**config.mk**
```make
export PLATFORM = sky130hd
export DESIGN_NAME = operandReadStage
export DESIGN_NICKNAME = d
export VERILOG_FILES = /design/src/source/rafiPkg.sv /design/src/source/bypassIf.sv /design/src/source/bypassLogic.sv /design/src/source/operandReadStage.sv /design/src/source/operandRegFile.sv /design/src/source/pipelineController.sv /design/src/source/stallTimer.sv
export SDC_FILE = /design/constraint.sdc
export NUM_CORES = 2
export LEC_CHECK = 0
export BUFFER_PORTS_ARGS = -buffer_cell sky130_fd_sc_hd__buf_2
export CAP_MARGIN = 20
export CELL_PAD_IN_SITES_DETAIL_PLACEMENT = 0
export CELL_PAD_IN_SITES_GLOBAL_PLACEMENT = 1
export CORE_MARGIN = 3
export CORE_UTILIZATION = 35
export DETAILED_ROUTE_END_ITERATION = 6
export PLACE_DENSITY = 0.62
export SLEW_MARGIN = 10
export SYNTH_ARGS = -nofsm -noshare
export SYNTH_HDL_FRONTEND = slang
export SYNTH_HIERARCHICAL = 1
export SYNTH_SLANG_ARGS = --single-unit
export TNS_END_PERCENT = 20
```
**constraint.sdc**
```tcl
create_clock -name clk -period 3.95 [get_ports clk]
set_input_delay 0.79 -clock clk [delete_from_list [all_inputs] [get_ports clk]]
set_output_delay 0.79 -clock clk [all_outputs]
set_load 0.03 [all_outputs]
```
**src/source/rafiPkg.sv**
```systemverilog
package rafiPkg;

    // Widths of the integer datapath
    localparam int WordWidth = 32;
    localparam int RegAddrWidth = 5;
    localparam int RegCount = 32;
    localparam int StallCountWidth = 8;

    // Architectural data word
    typedef logic [WordWidth-1:0] wordT;

    // Register index, x0 to x31
    typedef logic [RegAddrWidth-1:0] regAddrT;

    // Length of a requested stall in cycles
    typedef logic [StallCountWidth-1:0] stallCountT;

    // Pipeline controller states
    typedef enum logic [1:0] {
        Run   = 2'd0,
        Stall = 2'd1,
        Flush = 2'd2
    } ctrlStateT;

endpackage

```
**src/source/bypassIf.sv**
```systemverilog
`timescale 1ns/1ps

interface bypassIf #(
    parameter int BypassDepth = 3
);
    import rafiPkg::*;

    // Write-back side, at most one result per cycle
    logic    writeEnable;
    regAddrT writeAddr;
    wordT    writeValue;

    // Two read ports
    regAddrT readAddr1;
    regAddrT readAddr2;
    wordT    readValue1;
    wordT    readValue2;
    logic    hit1;
    logic    hit2;

    // Supported depth range of the bypass pipeline
    if (BypassDepth < 1 || BypassDepth > 8) begin : gDepthCheck
        $error("bypassIf: BypassDepth %0d outside 1..8", BypassDepth);
    end

    modport Writer (
        output writeEnable, writeAddr, writeValue
    );

    modport Reader (
        output readAddr1, readAddr2,
        input  readValue1, readValue2, hit1, hit2
    );

    modport BypassLogic (
        input  writeEnable, writeAddr, writeValue, readAddr1, readAddr2,
        output readValue1, readValue2, hit1, hit2
    );

endinterface

```
**src/source/bypassLogic.sv**
```systemverilog
`timescale 1ns/1ps

module bypassLogic #(
    parameter int BypassDepth = 3
) (
    input  logic         clk,
    input  logic         rstN,
    bypassIf.BypassLogic bus,
    input  logic         flush,
    input  logic         bypassStall
);
    import rafiPkg::*;

    // Entry 0 holds the youngest result
    logic [BypassDepth-1:0] entryValid;
    regAddrT                entryAddr [BypassDepth];
    wordT                   entryValue [BypassDepth];

    logic [BypassDepth-1:0] camHit1;
    logic [BypassDepth-1:0] camHit2;
    wordT                   camValue1;
    wordT                   camValue2;

    // Match vectors per read port
    always_comb begin
        for (int j = 0; j < BypassDepth; j++) begin
            camHit1[j] = entryValid[j] && (entryAddr[j] == bus.readAddr1);
            camHit2[j] = entryValid[j] && (entryAddr[j] == bus.readAddr2);
        end
    end

    // Oldest to youngest, so the lowest matching index is the last one written
    always_comb begin
        camValue1 = '0;
        camValue2 = '0;
        for (int j = BypassDepth - 1; j >= 0; j--) begin
            if (camHit1[j]) begin
                camValue1 = entryValue[j];
            end
            if (camHit2[j]) begin
                camValue2 = entryValue[j];
            end
        end
    end

    assign bus.hit1 = |camHit1;
    assign bus.hit2 = |camHit2;

    // x0 reports its hit but never forwards data
    assign bus.readValue1 = (bus.readAddr1 == '0) ? '0 : camValue1;
    assign bus.readValue2 = (bus.readAddr2 == '0) ? '0 : camValue2;

    // Valid bits, cleared by flush, frozen by stall
    always_ff @(posedge clk or negedge rstN) begin
        if (!rstN) begin
            entryValid <= '0;
        end else if (flush) begin
            entryValid <= '0;
        end else if (!bypassStall) begin
            entryValid[0] <= bus.writeEnable;
            for (int i = 1; i < BypassDepth; i++) begin
                entryValid[i] <= entryValid[i-1];
            end
        end
    end

    // Address and data shift alongside the valid bits
    always_ff @(posedge clk) begin
        if (!bypassStall) begin
            entryAddr[0] <= bus.writeAddr;
            entryValue[0] <= bus.writeValue;
            for (int i = 1; i < BypassDepth; i++) begin
                entryAddr[i] <= entryAddr[i-1];
                entryValue[i] <= entryValue[i-1];
            end
        end
    end

    // A valid write must name a known register
    writeAddrKnown: assert property (
        @(posedge clk) disable iff (!rstN)
        bus.writeEnable |-> !$isunknown(bus.writeAddr)
    ) else $error("bypassLogic: unknown writeAddr with writeEnable high");

endmodule

```
**src/source/operandReadStage.sv**
```systemverilog
`timescale 1ns/1ps

module operandReadStage #(
    parameter int BypassDepth = 3
) (
    input  logic                clk,
    input  logic                rstN,
    input  logic                writeEnable,
    input  rafiPkg::regAddrT    writeAddr,
    input  rafiPkg::wordT       writeValue,
    input  rafiPkg::regAddrT    readAddr1,
    input  rafiPkg::regAddrT    readAddr2,
    input  logic                flushReq,
    input  logic                stallReq,
    input  rafiPkg::stallCountT stallCycles,
    output rafiPkg::wordT       operand1,
    output rafiPkg::wordT       operand2,
    output logic                hit1,
    output logic                hit2,
    output logic                stalled
);
    import rafiPkg::*;

    logic       flush;
    logic       bypassStall;
    logic       timerLoad;
    logic       timerDone;
    stallCountT timerCycles;

    bypassIf #(.BypassDepth(BypassDepth)) bus ();

    // Write-back port feeds the bypass pipeline directly
    assign bus.writeEnable = writeEnable;
    assign bus.writeAddr = writeAddr;
    assign bus.writeValue = writeValue;

    bypassLogic #(.BypassDepth(BypassDepth)) uBypass (
        .clk         (clk),
        .rstN        (rstN),
        .bus         (bus.BypassLogic),
        .flush       (flush),
        .bypassStall (bypassStall)
    );

    operandRegFile uRegFile (
        .clk         (clk),
        .rstN        (rstN),
        .bus         (bus.Reader),
        .bypassStall (bypassStall),
        .flush       (flush),
        .writeEnable (writeEnable),
        .writeAddr   (writeAddr),
        .writeValue  (writeValue),
        .readAddr1   (readAddr1),
        .readAddr2   (readAddr2),
        .operand1    (operand1),
        .operand2    (operand2),
        .hit1        (hit1),
        .hit2        (hit2)
    );

    stallTimer uTimer (
        .clk         (clk),
        .rstN        (rstN),
        .load        (timerLoad),
        .stallCycles (timerCycles),
        .done        (timerDone)
    );

    pipelineController uCtrl (
        .clk           (clk),
        .rstN          (rstN),
        .flushReq      (flushReq),
        .stallReq      (stallReq),
        .stallCyclesIn (stallCycles),
        .flush         (flush),
        .bypassStall   (bypassStall),
        .stalled       (stalled),
        .load          (timerLoad),
        .stallCycles   (timerCycles),
        .done          (timerDone)
    );

endmodule

```
**src/source/operandRegFile.sv**
```systemverilog
`timescale 1ns/1ps

module operandRegFile (
    input  logic             clk,
    input  logic             rstN,
    bypassIf.Reader          bus,
    input  logic             bypassStall,
    input  logic             flush,
    input  logic             writeEnable,
    input  rafiPkg::regAddrT writeAddr,
    input  rafiPkg::wordT    writeValue,
    input  rafiPkg::regAddrT readAddr1,
    input  rafiPkg::regAddrT readAddr2,
    output rafiPkg::wordT    operand1,
    output rafiPkg::wordT    operand2,
    output logic             hit1,
    output logic             hit2
);
    import rafiPkg::*;

    // x0 has no storage
    wordT regs [1:RegCount-1];
    wordT regValue1;
    wordT regValue2;
    logic writeAccept;

    assign writeAccept = writeEnable && !bypassStall && !flush && (writeAddr != '0);

    always_ff @(posedge clk or negedge rstN) begin
        if (!rstN) begin
            for (int i = 1; i < RegCount; i++) begin
                regs[i] <= '0;
            end
        end else if (writeAccept) begin
            regs[writeAddr] <= writeValue;
        end
    end

    assign regValue1 = (readAddr1 == '0) ? '0 : regs[readAddr1];
    assign regValue2 = (readAddr2 == '0) ? '0 : regs[readAddr2];

    // Same addresses look up the bypass CAM
    assign bus.readAddr1 = readAddr1;
    assign bus.readAddr2 = readAddr2;

    // Bypass result overrides the architectural value
    assign operand1 = bus.hit1 ? bus.readValue1 : regValue1;
    assign operand2 = bus.hit2 ? bus.readValue2 : regValue2;
    assign hit1 = bus.hit1;
    assign hit2 = bus.hit2;

endmodule

```
**src/source/pipelineController.sv**
```systemverilog
`timescale 1ns/1ps

module pipelineController (
    input  logic                clk,
    input  logic                rstN,
    input  logic                flushReq,
    input  logic                stallReq,
    input  rafiPkg::stallCountT stallCyclesIn,
    output logic                flush,
    output logic                bypassStall,
    output logic                stalled,
    output logic                load,
    output rafiPkg::stallCountT stallCycles,
    input  logic                done
);
    import rafiPkg::*;

    ctrlStateT state;
    ctrlStateT nextState;

    // Requests only count in Run, flush beats stall
    always_comb begin
        nextState = state;
        case (state)
            Run: begin
                if (flushReq) begin
                    nextState = Flush;
                end else if (stallReq) begin
                    nextState = Stall;
                end
            end
            Stall: begin
                if (done) begin
                    nextState = Run;
                end
            end
            Flush: begin
                nextState = Run;
            end
            default: begin
                nextState = Run;
            end
        endcase
    end

    always_ff @(posedge clk or negedge rstN) begin
        if (!rstN) begin
            state <= Run;
        end else begin
            state <= nextState;
        end
    end

    assign flush = (state == Flush);
    assign bypassStall = (state == Stall);
    assign stalled = (state == Stall);

    // Timer gets N-1 so done shows up in the last stall cycle
    assign load = (state == Run) && stallReq && !flushReq;
    assign stallCycles = (stallCyclesIn == '0) ? '0 : stallCyclesIn - stallCountT'(1);

    // Timer rests at zero whenever the pipeline is not stalled
    timerIdleOutsideStall: assert property (
        @(posedge clk) disable iff (!rstN)
        !bypassStall |-> done
    ) else $error("pipelineController: stall timer running outside Stall");

endmodule

```
**src/source/stallTimer.sv**
```systemverilog
`timescale 1ns/1ps

module stallTimer (
    input  logic                clk,
    input  logic                rstN,
    input  logic                load,
    input  rafiPkg::stallCountT stallCycles,
    output logic                done
);
    import rafiPkg::*;

    stallCountT count;

    // Counts down to zero and rests there
    always_ff @(posedge clk or negedge rstN) begin
        if (!rstN) begin
            count <= '0;
        end else if (load) begin
            count <= stallCycles;
        end else if (count != '0) begin
            count <= count - stallCountT'(1);
        end
    end

    assign done = (count == '0);

    // Controller only reloads an idle timer
    loadWhenIdle: assert property (
        @(posedge clk) disable iff (!rstN)
        load |-> (count == '0)
    ) else $error("stallTimer: load while count is %0d", count);

endmodule

```
==> results.ini <==
[hold_path]
hp-class=primary input to asynchronous set/reset pin

[power_and_ir_drop]
powerDensity_nw_per_um2=589.4
p_int_mw=29.33
pwr-share-seq_pct=43.3
switching_share_pct=30.61
combPwrFrac_pct=28.4
p_sw_mw=12.94
vdd_drop_max_mv=0.3560
pwr-share-clk_pct=28.3
p_leak_nw=30.78
power.total_mw=42.27

[placed_design]
numPortBuffers=126
place_inst=6389
routabilityCongestion=0.8648
pre_cts_ws_ns=-0.3414
place_area_sq_um=66250
hpwl_microns=143800

[worst_setup_path]
start_kind=flop
cp_max_fo=7
arrival_ns=3.18
reg2reg_slack_ns=0.75
setup.worst_path.end_class=output pin
critPathKind=flop to output pin
cp_data_required_time_ns=3.16

[logic_synthesis]
synth-edff-count=111
ys_types=78
ys.flop_type=dfrtp_1
yosys_register_bits=1116
async_reset_ff_share_pct=90.05
synth_seq_area_share_pct=47.36
yosysTopAreaCell=dfrtp_1
synth_common_cells=1017 x mux2_2, 1005 x dfrtp_1, 417 x mux4_2, 171 x mux2i_1, 165 x clkbuf_1
post_synth_main_area_contributors=dfrtp_1 42%, mux2_2 19%, mux4_2 16%, edfxtp_1 5.5%, mux2i_1 2.8%
synth_warnings=6
avgSynthCellArea_sq_um=14.87
yosysMostFrequentCell=mux2_2
synth_compound_area_share_pct=6.843
synth_xor_area_share_pct=0.4806
yosysTopAreaCellShare_pct=41.82
syn_inst=4045
synth_top_family_by_area=multiplexers
syn-cell-area_sq_um=60140
yosys.area_share.simple_pct=2.449
synth_fp_nets=4108
synth.area.mux_share_pct=38.78
synthAdderAreaFrac_pct=0.06241

[grt]
grt_usage_pct=24.90
overflow=0
grt_pass1_vias=41400
grt_first_pass_wirelength_microns=316800
grt_max_degree=102
antenna_found_initial=12

[timing]
fin_crit_ns=3.969
slew-limit-headroom_pct=36.97
final-setup-viol-count=2
slew_viol_final=0
max_freq_mhz=251.9
worst_pin_slew_ns=0.9454
min_period_over_period_pct=100.5
tns_ns=-0.02813
worst_slack_ns=-0.01928
hold_violations=0
finalClockSkew_ns=0.02050
timing.hold.ws_ns=0.06434
rsz0062_at_grt=true

[floorplan]
die_y_microns=420.5
die_area_sq_um=176800
ios=127
initial_core_util_pct=35.37
die-width_microns=420.5
coreArea_sq_um=170000
num_rows=151

[routing]
vias=40290
wl_per_cell_microns=33.20
ant_nets=0
drt_iter0_drc=4129
drt_wl_total_microns=220500
viasPerCell=6.065
first_pass_iters=6
drc=0

[clock_network]
clk_pin_slew_ns=0.06
cts_max_level=3
cts_num_sinks=1116
cts-root-buf=clkbuf_16
cts_tree=yes
hold_buffers=0
numCtsBuffers=121
clockBufferDepth=3
clock_latency_ns=0.76

[cells_and_area]
postLayoutCoreUtil_pct=42.17
instances_no_fill=6643
drive_above_1_share_pct=54.87
syn2layout_area_growth_pct=19.24
final_area_sq_um=71710
num-nets-final=4377

[flow_run]
cap_violations=0

[run_status]
violations=negative setup slack
status=complete, but fails checks

-- layout make-up --
type	count	area, sq um
antenna	7	17.52
clock buffer	171	3595
clock inverter	56	555.5
fill	15430	98330
inverter	17	70.07
multi-input combinational	2475	30040
sequential	1116	28480
tap	2218	2775
timing repair buffer	583	6176
-- per-layer routing --
layer | up-vias | share of wire, % | track usage [%] | routed length, microns
li1 | 16390 | - | - | -
met5 | - | 0.019 | 0 | 41
met1 | 21790 | 42 | 33.52 | 91610
met4 | 6 | 4.9 | 11.30 | 10860
met2 | 1654 | 47 | 39.67 | 103500
met3 | 444 | 6.6 | 3.895 | 14480
-- worst max-delay path, stage by stage (launching register included) --
cell,delay [ns]
edfxtp_1,0.43
xor2_1,0.18
nor4_2,0.32
and3_4,0.27
nor2_2,0.05
nand2_2,0.08
a31o_4,0.25
bufbuf_16,0.37
a211oi_1,0.08
a22o_1,0.24
buf_4,0.18
-- layout by cell type, fill, tap and decap left out, types with 20 or more instances in the layout --
cell and n:
a211oi_1 53, buf_12 129, o21ai_0 85, mux2_4 48, clkbuf_8 24, o2bb2ai_1 37
a221o_1 41, buf_4 320, clkinv_2 28, a221oi_1 70, buf_6 57, o2bb2ai_2 22
nor2b_1 26, edfxtp_1 111, clkbuf_1 20, nand2_1 43, nor3_1 22, buf_2 64
a22oi_1 22, mux2i_1 169, a22o_1 28, clkbuf_16 128, o22ai_1 60, dfrtp_1 1005
mux4_2 417, nor2_1 41, mux2_2 1017
-- flip-flops by register name, summed over array words and instances, names as in the netlist --
register            cells
uBypass/entryValid      3
uCtrl/state             2
uBypass/entryAddr      15
uBypass/entryValue     96
uRegFile/regs         992
uTimer/count            8
-- cells by family (layout without fill, tap and decap cells) --
family,Yosys count,in the layout
xor gates and xnor gates,33,33
adders and majority gates,3,3
and+or+nand+nor,260,260
AOI/OAI and AO/OA,522,522
muxes,1657,1657
buffers and inverters,454,827
other,0,7
DFF,1116,1116
-- power groups by stage --
stage	Combinational [mW]	Clock, mW	Sequential [mW]
2_1_floorplan	8.14	0	17.4
3_3_place_gp	11.2	0	18.2
3_5_place_dp	11.4	0	18.4
4_1_cts	11.9	12.2	18.2
5_1_grt	12.7	12.6	18.8
6_report	12.0	11.9	18.3
-- path summary, 6_finish.rpt --
kind / startpoint / end / cells past startpoint
setup / recovery: uBypass/entryAddr[0][12] / operand2[23] / 10
hold / removal: rstN / uRegFile/regs[528] / 1
setup reg to reg: uCtrl/state[0] / uRegFile/regs[789] / 6
hold reg to reg: uBypass/entryValue[0][30] / uBypass/entryValue[0][62] / 0
max in group asynchronous: rstN / uRegFile/regs[282] / 2
min in group clk: flushReq / uCtrl/state[1] / 2
-- timing repair --
item / 4_1_cts / 5_1_grt
setup endpoints to repair: 64 / 58
gates cloned: 4 / 0
resized for setup: 194 / 43
buffers inserted: 20 / 2
pin swaps: 31 / 11
Note: power is estimated with default switching activity, not from simulation.
